===== src/design/gpc_access_pkg.sv =====
package gpc_access_pkg;

    // ----------------------------------------
    // Lane geometry
    // ----------------------------------------

    // Byte lanes per core word
    localparam int NUM_LANES = 4;

    // Bits per lane
    localparam int BYTE_WIDTH = 8;

    // ----------------------------------------
    // Data types
    // ----------------------------------------

    // One stored byte
    typedef logic [BYTE_WIDTH-1:0] mem_byte_t;

    // Full core word, lane 0 in the low byte
    typedef logic [NUM_LANES*BYTE_WIDTH-1:0] mem_word_t;

    // One enable bit per lane
    typedef logic [NUM_LANES-1:0] byte_en_t;

endpackage


===== src/design/gpc_mem_map_pkg.sv =====
package gpc_mem_map_pkg;

    // ----------------------------------------
    // Address types
    // ----------------------------------------

    // Core byte address as seen on the port
    typedef logic [31:0] core_addr_t;

    // Byte index into the data and stack array
    typedef logic [11:0] mem_index_t;

    // Byte index inside the MMIO block
    typedef logic [7:0] mmio_index_t;

    // Region hit by one access
    typedef enum logic [1:0] {
        REGION_DATA  = 2'd0,
        REGION_STACK = 2'd1,
        REGION_MMIO  = 2'd2,
        REGION_NONE  = 2'd3
    } mem_region_e;

    // ----------------------------------------
    // Region sizes and bases
    // ----------------------------------------

    localparam core_addr_t SIZE_DATA         = 32'h0000_0D00;
    localparam core_addr_t SIZE_STACK        = 32'h0000_0200;
    localparam core_addr_t SIZE_MMIO_GENERAL = 32'h0000_00A0;

    // Regions are packed back to back from zero
    localparam core_addr_t OFFSET_STACK        = SIZE_DATA;
    localparam core_addr_t OFFSET_MMIO_GENERAL = SIZE_DATA + SIZE_STACK;

    // First byte past the decoded space
    localparam core_addr_t LOCAL_MEM_SIZE = SIZE_DATA + SIZE_STACK + SIZE_MMIO_GENERAL;

endpackage

===== src/design/mem_access_if.sv =====
`timescale 1ns/1ps

interface mem_access_if;

    // ----------------------------------------
    // Request side
    // ----------------------------------------

    // Byte index of lane 0, word aligned
    gpc_mem_map_pkg::mem_index_t index;
    gpc_access_pkg::byte_en_t    byteena;
    gpc_access_pkg::mem_word_t   data;

    // Single cycle strobes
    logic rden;
    logic wren;

    // ----------------------------------------
    // Response side
    // ----------------------------------------

    // Registered read word from the store
    gpc_access_pkg::mem_word_t q;

    // Decoder end
    modport ctrl (
        output index, byteena, data, rden, wren,
        input  q
    );

    // Storage end
    modport store (
        input  index, byteena, data, rden, wren,
        output q
    );

endinterface


===== src/design/dmem_region_mux.sv =====
`timescale 1ns/1ps

module dmem_region_mux (
    input  logic                        clock,
    input  logic                        arst_n,
    input  gpc_mem_map_pkg::core_addr_t address,
    input  gpc_access_pkg::byte_en_t    byteena,
    input  gpc_access_pkg::mem_word_t   data,
    input  logic                        rden,
    input  logic                        wren,
    output gpc_access_pkg::mem_word_t   q,
    mem_access_if.ctrl                  mem_bus,
    mem_access_if.ctrl                  mmio_bus
);

    // ----------------------------------------
    // Address decode
    // ----------------------------------------

    // Low two bits forced to zero
    gpc_mem_map_pkg::core_addr_t addr_aligned;

    // Offset from the MMIO base
    gpc_mem_map_pkg::core_addr_t mmio_offset;

    // Region of the current access
    gpc_mem_map_pkg::mem_region_e region;

    // Region of the read in flight
    gpc_mem_map_pkg::mem_region_e rd_region;

    // Array owns both data and stack
    logic hit_mem;
    logic hit_mmio;

    assign addr_aligned = {address[31:2], 2'b00};
    assign mmio_offset  = addr_aligned - gpc_mem_map_pkg::OFFSET_MMIO_GENERAL;

    always_comb begin
        if (addr_aligned < gpc_mem_map_pkg::OFFSET_STACK) begin
            region = gpc_mem_map_pkg::REGION_DATA;
        end else if (addr_aligned < gpc_mem_map_pkg::OFFSET_MMIO_GENERAL) begin
            region = gpc_mem_map_pkg::REGION_STACK;
        end else if (addr_aligned < gpc_mem_map_pkg::LOCAL_MEM_SIZE) begin
            region = gpc_mem_map_pkg::REGION_MMIO;
        end else begin
            region = gpc_mem_map_pkg::REGION_NONE;
        end
    end

    assign hit_mem  = (region == gpc_mem_map_pkg::REGION_DATA) ||
                      (region == gpc_mem_map_pkg::REGION_STACK);
    assign hit_mmio = (region == gpc_mem_map_pkg::REGION_MMIO);

    // ----------------------------------------
    // Request steering
    // ----------------------------------------

    // Array index is the aligned address itself
    assign mem_bus.index   = gpc_mem_map_pkg::mem_index_t'(addr_aligned);
    assign mem_bus.byteena = byteena;
    assign mem_bus.data    = data;
    assign mem_bus.rden    = rden && hit_mem;
    assign mem_bus.wren    = wren && hit_mem;

    // MMIO store sees the offset within its block
    assign mmio_bus.index   = gpc_mem_map_pkg::mem_index_t'(mmio_offset);
    assign mmio_bus.byteena = byteena;
    assign mmio_bus.data    = data;
    assign mmio_bus.rden    = rden && hit_mmio;
    assign mmio_bus.wren    = wren && hit_mmio;

    // ----------------------------------------
    // Read return
    // ----------------------------------------

    // Tracks which store answers, one read per cycle
    always_ff @(posedge clock or negedge arst_n) begin
        if (!arst_n) begin
            rd_region <= gpc_mem_map_pkg::REGION_NONE;
        end else if (rden) begin
            rd_region <= region;
        end
    end

    // Out of range reads give zero
    always_comb begin
        unique case (rd_region)
            gpc_mem_map_pkg::REGION_DATA,
            gpc_mem_map_pkg::REGION_STACK: q = mem_bus.q;
            gpc_mem_map_pkg::REGION_MMIO:  q = mmio_bus.q;
            gpc_mem_map_pkg::REGION_NONE:  q = '0;
        endcase
    end

endmodule


===== src/flat_wrapper.sv =====
// flat-port wrapper written by rule: the top's interface ports become plain ports
module dmem_region_mux_flat 
  (clock, arst_n, address, byteena, data, rden, wren, q, mem_bus_index, mem_bus_byteena, mem_bus_data, mem_bus_rden, mem_bus_wren, mem_bus_q, mmio_bus_index, mmio_bus_byteena, mmio_bus_data, mmio_bus_rden, mmio_bus_wren, mmio_bus_q);
  mem_access_if mem_bus_i ();
  mem_access_if mmio_bus_i ();
  input  logic clock;
  input  logic arst_n;
  input  gpc_mem_map_pkg::core_addr_t address;
  input  gpc_access_pkg::byte_en_t byteena;
  input  gpc_access_pkg::mem_word_t data;
  input  logic rden;
  input  logic wren;
  output gpc_access_pkg::mem_word_t q;
  output wire logic [$bits(mem_bus_i.index)-1:0] mem_bus_index;
  output wire logic [$bits(mem_bus_i.byteena)-1:0] mem_bus_byteena;
  output wire logic [$bits(mem_bus_i.data)-1:0] mem_bus_data;
  output wire logic [$bits(mem_bus_i.rden)-1:0] mem_bus_rden;
  output wire logic [$bits(mem_bus_i.wren)-1:0] mem_bus_wren;
  input wire logic [$bits(mem_bus_i.q)-1:0] mem_bus_q;
  output wire logic [$bits(mmio_bus_i.index)-1:0] mmio_bus_index;
  output wire logic [$bits(mmio_bus_i.byteena)-1:0] mmio_bus_byteena;
  output wire logic [$bits(mmio_bus_i.data)-1:0] mmio_bus_data;
  output wire logic [$bits(mmio_bus_i.rden)-1:0] mmio_bus_rden;
  output wire logic [$bits(mmio_bus_i.wren)-1:0] mmio_bus_wren;
  input wire logic [$bits(mmio_bus_i.q)-1:0] mmio_bus_q;
  assign mem_bus_index = mem_bus_i.index;
  assign mem_bus_byteena = mem_bus_i.byteena;
  assign mem_bus_data = mem_bus_i.data;
  assign mem_bus_rden = mem_bus_i.rden;
  assign mem_bus_wren = mem_bus_i.wren;
  assign mem_bus_i.q = mem_bus_q;
  assign mmio_bus_index = mmio_bus_i.index;
  assign mmio_bus_byteena = mmio_bus_i.byteena;
  assign mmio_bus_data = mmio_bus_i.data;
  assign mmio_bus_rden = mmio_bus_i.rden;
  assign mmio_bus_wren = mmio_bus_i.wren;
  assign mmio_bus_i.q = mmio_bus_q;
  dmem_region_mux u_core (.clock(clock), .arst_n(arst_n), .address(address), .byteena(byteena), .data(data), .rden(rden), .wren(wren), .q(q), .mem_bus(mem_bus_i), .mmio_bus(mmio_bus_i));
endmodule

===== config.mk =====
export PLATFORM = sky130hd
export DESIGN_NAME = dmem_region_mux_flat
export DESIGN_NICKNAME = d
export VERILOG_FILES = /design/src/design/gpc_access_pkg.sv /design/src/design/gpc_mem_map_pkg.sv /design/src/design/mem_access_if.sv /design/src/design/dmem_region_mux.sv /design/src/flat_wrapper.sv
export SDC_FILE = /design/constraint.sdc
export NUM_CORES = 1
export LEC_CHECK = 0
export BUFFER_PORTS_ARGS = -buffer_cell sky130_fd_sc_hd__buf_2
export CORE_AREA = 5 5 100 102
export CTS_CLUSTER_SIZE = 28
export DETAILED_ROUTE_END_ITERATION = 12
export DIE_AREA = 0 0 105 107
export PLACE_DENSITY = 0.52
export SYNTH_ARGS = -nofsm -noshare
export SYNTH_HDL_FRONTEND = slang
export SYNTH_SLANG_ARGS = --single-unit

===== constraint.sdc =====
create_clock -name clock -period 2.4 [get_ports clock]
set_clock_uncertainty 0.15 [all_clocks]
set_input_delay 0.24 -clock clock [delete_from_list [all_inputs] [get_ports clock]]
set_output_delay 0.24 -clock clock [all_outputs]
set_load 0.01 [all_outputs]

### After elaboration in Yosys (flattened, before gate mapping)

Cells that the tools add are included.

* register bits after elaboration: 2
* word-level logic and storage cells: 22
* input port bits: 136
* output and inout bits: 132

* magnitude comparators: 3
* multiplexer cells: 4
* add/sub/neg operators: 1
* reduce and logical (&&, ||, !) cells: 8
* equality and inequality tests: 5

Operators by type and width (count)
* less-than comparator 32 x 12 -> 1 bit (second input constant): 3
* one-hot mux 32 bit (3 select lines): 1
* subtractor 12 bit (second input constant): 1
* equality test 2 bit (second input constant): 3
* equality test 2 x 1 -> 1 bit (second input constant): 2
* logical AND 1 bit: 4
* logical NOT 2 bit: 2
* 2-to-1 mux 2 bit: 2
* OR reduction 2 bit: 1
* logical OR 1 bit: 1
* 2-to-1 mux 1 bit: 1

### Longest topological paths before layout

Gate-level depths: netlist of the first run.

* depth after elaboration: 7
* gate-level depth with buffers: 5
* depth with buffers taken out: 5

### Least setup slack after synthesis of the first run

No wires, ideal clock.

* path kind: register to output
* start: register u_core.rd_region[1]
* end: output port q[0]
* stages on the path, launching flop included: 6
* required time: 2.010 ns
* arrival time: 1.157 ns
* path buffers: 2
* setup slack: 0.853 ns
* cells stage by stage: dfstp_2 > nor2b_1 > buf_2 > buf_2 > nand2_1 > o21ai_0

* longest elaborated chain between the ends: 3
* elaborated cells between the ends (all ways): 6
* classes of those cells: 3 x eq/ne; 1 x mux; 2 x reduce/logical

Ends and longest elaborated chain
* start: declaration: RTL line dmem_region_mux.sv:30 `gpc_mem_map_pkg::mem_region_e rd_region;`
* start signal: assignment: RTL line dmem_region_mux.sv:80 `rd_region <= gpc_mem_map_pkg::REGION_NONE;`
* start signal: assignment: RTL line dmem_region_mux.sv:82 `rd_region <= region;`
* equality test 2 x 1 -> 1 bit or logical NOT 2 bit (tied branches): RTL line dmem_region_mux.sv:88 `unique case (rd_region)`
* OR reduction 2 bit: RTL line dmem_region_mux.sv:88
* one-hot mux 32 bit (3 select lines) (*): RTL line dmem_region_mux.sv:88
* end: declaration: RTL line flat_wrapper.sv:13 `output gpc_access_pkg::mem_word_t q;`

Every way passes the cells marked *; elsewhere a longest branch is shown, timed or not.

### Worst setup path after layout of the first run

* start: register u_core.rd_region[0]
* end: output port q[9]

The elaborated chain is that of the path after synthesis.

==> impl_metrics.ini, run 1 <==
[finish]
largest_registers = u_core.rd_region: 2 flops
regArea_um2 = 52.6
max_flop_register = u_core.rd_region
layout.cells.non_filler = 396
largest_reg_flops = 2
nets = 425
antenna_cells = 0
multi_input_area_um2 = 592
final_cell_mix = 144 x buf_2, 34 x inv_1, 32 x o21ai_0, 19 x nand2_1, 14 x nand3b_1
layout_commonest_cell = buf_2
syn2layout_area_growth_pct = 14.7
fin_util_pct = 18.9
drive_above_1_share_pct = 55.4
fillers = 1065

[critical_path]
required_ps = 2010
crit_arrival_ps = 1480
crit_fanout = 18
critPathKind = reg2out
cp-end-kind = output pin
r2r_setup_slack_ps = 1190
reg2reg_depth = 3
crit_path_start_kind = flip-flop

[sta]
period_needed_ps = 1870
fin_tns_setup_ps = 0
setup_viol = 0
setup_slack_ps = 529
min_period_over_period_pct = 78.0
slew_violations = 0
fmax_ghz = 0.535
rsz0062_at_grt = no
hold_viol = 0

[floorplan]
rows = 35
dieArea_um2 = 11200
dieHeight_um = 107
coreArea_um2 = 9020
chipWidth_um = 105
initial_core_util_pct = 16.5
ios = 268

[drt]
wl_per_cell_um = 12.3
ant_nets = 0
vias = 1507
drc_errors = 0
drt_iter0_markers = 23
postRouteWirelength_mm = 4.86
first_pass_iters = 4
routed_via_density = 3.81

[hold_path]
min_path_type = in2reg
min_path_cells = 3

[clock_network]
cts_root_buffer = clkbuf_8
clock_latency_ps = 210
cts_tree = built
cts_max_path_buffers = 2
path_clk_slew_ps = 30
htree_num_levels = 1
cts_num_sinks = 2
cts_made_buffers = 3
cts_setup_buffers = 0

[synthesis]
synth-main-ff-cell = dfstp_2
postSynthAreaPerCell_um2 = 6.43
yosysSeqAreaShare_pct = 3.54
synthCells = 231
synth_edf_count = 0
ys_ff_latch = 2
synth_cell_types = 27
netlist_area_um2 = 1490
ys_warn_count = 0
async_flop_share_pct = 100

[placed_design]
place_worst_setup_slack_ps = 689
dpl.cell_count = 392
hpwl_mm = 4.27
gp_congestion = 0.736
portBuffers = 144

[power_and_ir_drop]
ir_drop_mv = 0.153
total_power_uw = 299
power_density_nw_per_um2 = 175
p_leak_nw = 1.03

[grt]
gr-total-overflow = 0
grt_pass1_vias = 1453
grt_use_total_pct = 7.43
grt_max_degree = 25
grt_pass1_wl_mm = 6.94
antenna_found_initial = 0

[status]
outcome = finished clean

[run]
maxCapViolations = 0
critical path, stage by stage (launching register included):
cell and delay (ps):
dfstp_2 660, nor2b_1 80, buf_4 210, nand2_1 80, o21ai_0 80, buf_2 170
synth_stat cells (all sizes together) (2+ instances only):
cell type	number	area share, %
inv	34	8.6
nor2	3	0.76
nand3	2	0.67
dfstp	2	3.5
nor4	4	4.0
ha	2	1.7
o21ai	33	11
nand3b	14	7.1
nand2	19	4.8
buf	96	48
nor3	4	1.3
clkbuf	4	1.0
nand4bb	2	1.5
a31oi	2	0.84
report_power, final:
part,total (mW),leakage [nW],internal [mW],switching (mW)
clock,0.130,0.0216,0.106,0.0240
sequential,0.0341,0.0210,0.0341,0.000000151
combinational,0.135,0.983,0.0771,0.0579
total,0.299,1.03,0.217,0.0820
what timing repair did:
action	CTS	global route
resized for setup	0	0
hold endpoints to repair	2	0
hold buffers	1	0
area by class of cell:
type | count | share of cell area (%)
clock buffers | 3 | 2.42
inverters | 34 | 7.48
multi-input cells | 98 | 34.7
flip-flops and latches | 2 | 3.08
well taps | 111 | 8.14
repair buffers | 148 | 44.2
routing by layer:
| metal | vias up | wire length (um) | part of all wire (%) | GRT usage, % |
|---|---|---|---|---|
| met2 | 92 | 2360 | 49 | 12.8 |
| met3 | 25 | 675 | 14 | 3.31 |
| li1 | 741 | - | - | - |
| met5 | - | 0 | 0 | 0 |
| met1 | 649 | 1670 | 34 | 7.63 |
| met4 | 0 | 157 | 3.2 | 3.74 |
stage by stage:
| stage | area [um2] | hold WS, ps |
|---|---|---|
| 2_1_floorplan | 1500 | -57.8 |
| 4_1_cts | 1710 | 134 |
| 6_report | 1710 | 137 |
| 3_5_place_dp | 1650 | 43.1 |
| 5_1_grt | 1710 | 159 |
| 3_3_place_gp | 1650 | 39.5 |
cells by family after synthesis:
kind of cell / after synthesis / synth area share, %
DFF: 2 / 3.54
xor gates and xnor gates: 2 / 1.18
buffers and inverters: 134 / 57.4
and+or+nand+nor: 54 / 23.3
AOI/OAI and AO/OA: 36 / 12.6
adders and majority gates: 2 / 1.68
other: 1 / 0.252
final timing paths:
check	start	end
min in group asynchronous	arst_n	u_core.rd_region[1]
setup reg to reg	u_core.rd_region[1]	u_core.rd_region[1]
max in group asynchronous	arst_n	u_core.rd_region[0]
setup / recovery	u_core.rd_region[0]	q[9]
hold reg to reg	u_core.rd_region[0]	u_core.rd_region[0]
hold / removal	rden	u_core.rd_region[1]
(Power assumes the default switching activity.)
==> inputs of run 2 (changes only) <==
- clock period: 2.4 -> 1.8 ns (I/O delays scaled with it)
==> impl_metrics.ini, run 2 (synthesized netlist as in run 1, its figures left out) <==
[sta]
hold_viol = 0
setup_viol = 0
min_period_over_period_pct = 94.8
rsz0062_at_grt = no
fin_tns_setup_ps = 0
fmax_ghz = 0.586
period_needed_ps = 1710
slew_violations = 0

[finish]
largest_reg_flops = 2
multi_input_area_um2 = 599
syn2layout_area_growth_pct = 16.8
layout.cells.non_filler = 396
max_flop_register = u_core.rd_region
fillers = 1051
antenna_cells = 0
final_cell_mix = 143 x buf_2, 34 x inv_1, 32 x o21ai_0, 19 x nand2_1, 14 x nand3b_1
layout_commonest_cell = buf_2
largest_registers = u_core.rd_region: 2 flops
regArea_um2 = 52.6
drive_above_1_share_pct = 55.8
nets = 425

[run]
maxCapViolations = 0

[clock_network]
cts_tree = built
cts_setup_buffers = 0
clock_latency_ps = 210
cts_max_path_buffers = 2
cts_num_sinks = 2
cts_made_buffers = 3
cts_root_buffer = clkbuf_8
path_clk_slew_ps = 30
htree_num_levels = 1

[floorplan]
initial_core_util_pct = 16.5
ios = 268
coreArea_um2 = 9020
rows = 35
chipWidth_um = 105
dieArea_um2 = 11200
dieHeight_um = 107

[power_and_ir_drop]
ir_drop_mv = 0.279
p_leak_nw = 1.04
power_density_nw_per_um2 = 234

[critical_path]
critPathKind = reg2out
crit_fanout = 18
crit_arrival_ps = 1380
critPathSlowestCell = dfstp_2
crit_path_start_kind = flip-flop
path_buf_inv = 2
crit_family = flip-flops
cp-end-kind = output pin
required_ps = 1470
r2r_start = u_core.rd_region[1]
path_cells = nor2b_4, buf_12, nand2_1, o21ai_0, buf_2
worst_setup_path_startpoint = u_core.rd_region[1]
critical-path-max-stage-delay_ps = 540

[hold_path]
hp-start = rden
min_path_type = in2reg

[placed_design]
dpl.cell_count = 392
hpwl_mm = 4.22
gp_congestion = 0.738
portBuffers = 144

[drt]
first_pass_iters = 4
drc_errors = 0
ant_nets = 0
routed_via_density = 3.77
drt_iter0_markers = 54
postRouteWirelength_mm = 4.89
vias = 1493
wl_per_cell_um = 12.3

[grt]
gr-total-overflow = 0
grt_use_total_pct = 7.78
grt_pass1_vias = 1506
antenna_found_initial = 0
grt_pass1_wl_mm = 7.22
grt_max_degree = 48

[status]
outcome = finished clean
[run 2: cell counts in the layout (fill, tap and decap cells not counted)]
No cell type changed its count.
[run 2: per-stage QoR]
stage                     hold slack (ps)  setup slack [ps]  area, um2  utilization (%)  power, mW
after floorplan                      -118               313       1500                -      0.294
final                                75.7              94.4       1740             19.2      0.407
after detailed placement            -11.8               210       1670             18.5      0.227
after global routing                 99.0              11.1       1740             19.2      0.444
after global placement              -21.0               206       1670             18.5      0.222
after CTS                            66.4              52.9       1720             19.1      0.417
[run 2: report_power, final]
part / internal (mW) / switching (mW) / leakage (nW)
clock network: 0.142 / 0.0387 / 0.0216
logic: 0.103 / 0.0778 / 0.998
registers: 0.0455 / 0.000000122 / 0.0210
[run 2: worst paths after layout]
check | endpoint | slack [ps] | depth (start not counted)
max in group asynchronous | u_core.rd_region[1] | 1170 | 2
worst min-delay path | u_core.rd_region[0] | 80 | 3
worst min register to register | u_core.rd_region[0] | 400 | 2
min in group asynchronous | u_core.rd_region[0] | 300 | 2
worst max register to register | u_core.rd_region[1] | 570 | 3
worst max-delay path | q[15] | 90 | 5
[run 2: tightest hold or removal path: cells and delay by family]
kind                   cells  cell delay [ps]
AND/OR/NAND/NOR            1               80
AO/OA/AOI/OAI              1               50
buffers and inverters      1              120
[run 2: repair_timing]
item                                    CTS  global route
gates resized for setup                   2             3
hold buffers                              1             0
hold endpoints to repair                  2             0
endpoints found under the setup margin    8            10
[run 2: metal layers]
layer / vias up / global-route usage [%] / wire length, um
li1: 742 / - / -
met4: 0 / 4.02 / 163
met3: 26 / 3.49 / 703
met2: 92 / 13.4 / 2420
met5: - / 0 / 0
met1: 633 / 7.95 / 1610
[run 2: cell type report]
class | instances | share of cell area (%)
repair buffers | 148 | 44.7
multi-input cells | 98 | 34.5
well taps | 111 | 8.00
inverters | 34 | 7.35
flip-flops and latches | 2 | 3.03
clock buffers | 3 | 2.38
==> inputs of run 3 (changes only) <==
- SETUP_SLACK_MARGIN: not set -> 0.2
==> impl_metrics.ini, run 3 (synthesized netlist as in run 1, its figures left out) <==
[status]
outcome = finished clean

[grt]
grt_pass1_wl_mm = 7.23
gr-total-overflow = 0
grt_max_degree = 48
grt_pass1_vias = 1507
antenna_found_initial = 0
grt_use_total_pct = 7.78

[power_and_ir_drop]
seq_power_share_pct = 10.8
p_int_uw = 296
p_sw_share_pct = 29.6
total_power_uw = 421
power_density_nw_per_um2 = 232
p_sw_uw = 125
combPwrFrac_pct = 46.3
pwr-share-clk_pct = 42.9
p_leak_nw = 1.05
ir_drop_mv = 0.279

[critical_path]
critPathKind = reg2out
r2r_setup_slack_ps = 570
r2r_start = u_core.rd_region[1]
crit_path_start_kind = flip-flop
reg2reg_depth = 3
cp-end-kind = output pin
r2r_end = u_core.rd_region[1]
critPathSlowestCell = dfstp_2
critical-path-max-stage-delay_ps = 540
crit_arrival_ps = 1380
path_cells = nor2b_4, buf_12, nand2_1, o21ai_0, buf_2
crit_fanout = 18
required_ps = 1470

[finish]
max_flop_register = u_core.rd_region
final_cell_mix = 142 x buf_2, 32 x inv_1, 32 x o21ai_0, 19 x nand2_1, 14 x nand3b_1
largest_reg_flops = 2
fin_util_pct = 20.1
layout.cells.non_filler = 398
nets = 427
fillers = 1051
regArea_um2 = 52.6
layout_commonest_cell = buf_2
syn2layout_area_growth_pct = 21.8
multi_input_area_um2 = 657
antenna_cells = 0
largest_registers = u_core.rd_region: 2 flops
drive_above_1_share_pct = 58.9

[clock_network]
cts_root_buffer = clkbuf_8
cts_num_sinks = 2
cts_made_buffers = 3
cts_tree = built
htree_num_levels = 1
path_clk_slew_ps = 30
cts_max_path_buffers = 2
clock_latency_ps = 210

[sta]
slew_violations = 0
setup_slack_ps = 93.2
rsz0062_at_grt = yes
hold_viol = 0
period_needed_ps = 1710
setup_viol = 0
fin_tns_setup_ps = 0
min_period_over_period_pct = 94.8
fmax_ghz = 0.586

[placed_design]
gp_congestion = 0.738
portBuffers = 144
dpl.cell_count = 392
place_worst_setup_slack_ps = 210
hpwl_mm = 4.22

[floorplan]
ios = 268
dieHeight_um = 107
initial_core_util_pct = 16.5
rows = 35
dieArea_um2 = 11200
chipWidth_um = 105
coreArea_um2 = 9020

[drt]
first_pass_iters = 4
drc_errors = 0
ant_nets = 0
wl_per_cell_um = 12.6
routed_via_density = 3.81
drt_iter0_markers = 70
postRouteWirelength_mm = 5.00
vias = 1515

[hold_path]
min_path_cells = 3
hp-start = rden
min_path_type = in2reg
hold_end = u_core.rd_region[0]

[run]
maxCapViolations = 0
run 3: power groups by stage:
| stage | Sequential, mW | Combinational (mW) | Clock [mW] |
|---|---|---|---|
| 2_1_floorplan | 0.0458 | 0.249 | 0 |
| 3_3_place_gp | 0.0458 | 0.176 | 0 |
| 3_5_place_dp | 0.0458 | 0.181 | 0 |
| 4_1_cts | 0.0455 | 0.184 | 0.188 |
| 5_1_grt | 0.0455 | 0.220 | 0.192 |
| 6_report | 0.0455 | 0.195 | 0.181 |
run 3: layout make-up:
type | count | share of cell area [%]
clock buffer | 3 | 2.28
inverter | 34 | 7.05
multi-input combinational | 98 | 36.3
sequential | 2 | 2.90
tap | 111 | 7.67
timing repair buffer | 150 | 43.8
run 3: worst max-delay path: cells and delay by family (launching register included):
| kind | cells | cell delay, ps |
|---|---|---|
| DFF | 1 | 540 |
| AOI/OAI and AO/OA | 1 | 70 |
| buffers and inverters | 2 | 310 |
| and+or+nand+nor | 2 | 240 |
run 3: timing repair:
item	CTS	global route
hold buffers	1	0
endpoints found under the setup margin	32	36
gates resized for setup	3	15
buffers inserted	0	2
pin swaps	0	4
endpoints found under the hold margin	2	0
run 3: worst max-delay path by stage:
stage | endpoint | cells after the start | slack (ps) | start
CTS | q[15] | 5 | 60 | u_core.rd_region[1]
global placement | q[14] | 4 | 210 | u_core.rd_region[1]
global route | q[23] | 4 | 10 | u_core.rd_region[1]
finish | q[15] | 5 | 90 | u_core.rd_region[1]
floorplan | q[0] | 5 | 310 | u_core.rd_region[1]
detailed placement | q[16] | 4 | 210 | u_core.rd_region[1]
run 3: metrics by stage:
stage / hold slack [ps] / area [um2]
floorplan: -118 / 1500
global placement: -21.0 / 1670
detailed placement: -11.8 / 1670
CTS: 66.4 / 1730
global route: 99.0 / 1810
finish: 75.8 / 1810
run 3: layer usage:
metal	GRT usage [%]	routed length [um]	part of all wire [%]	vias up
li1	-	-	-	748
met1	7.92	1650	33	649
met2	13.4	2490	50	92
met3	3.49	698	14	26
met4	4.02	163	3.3	0
met5	0	0	0	-
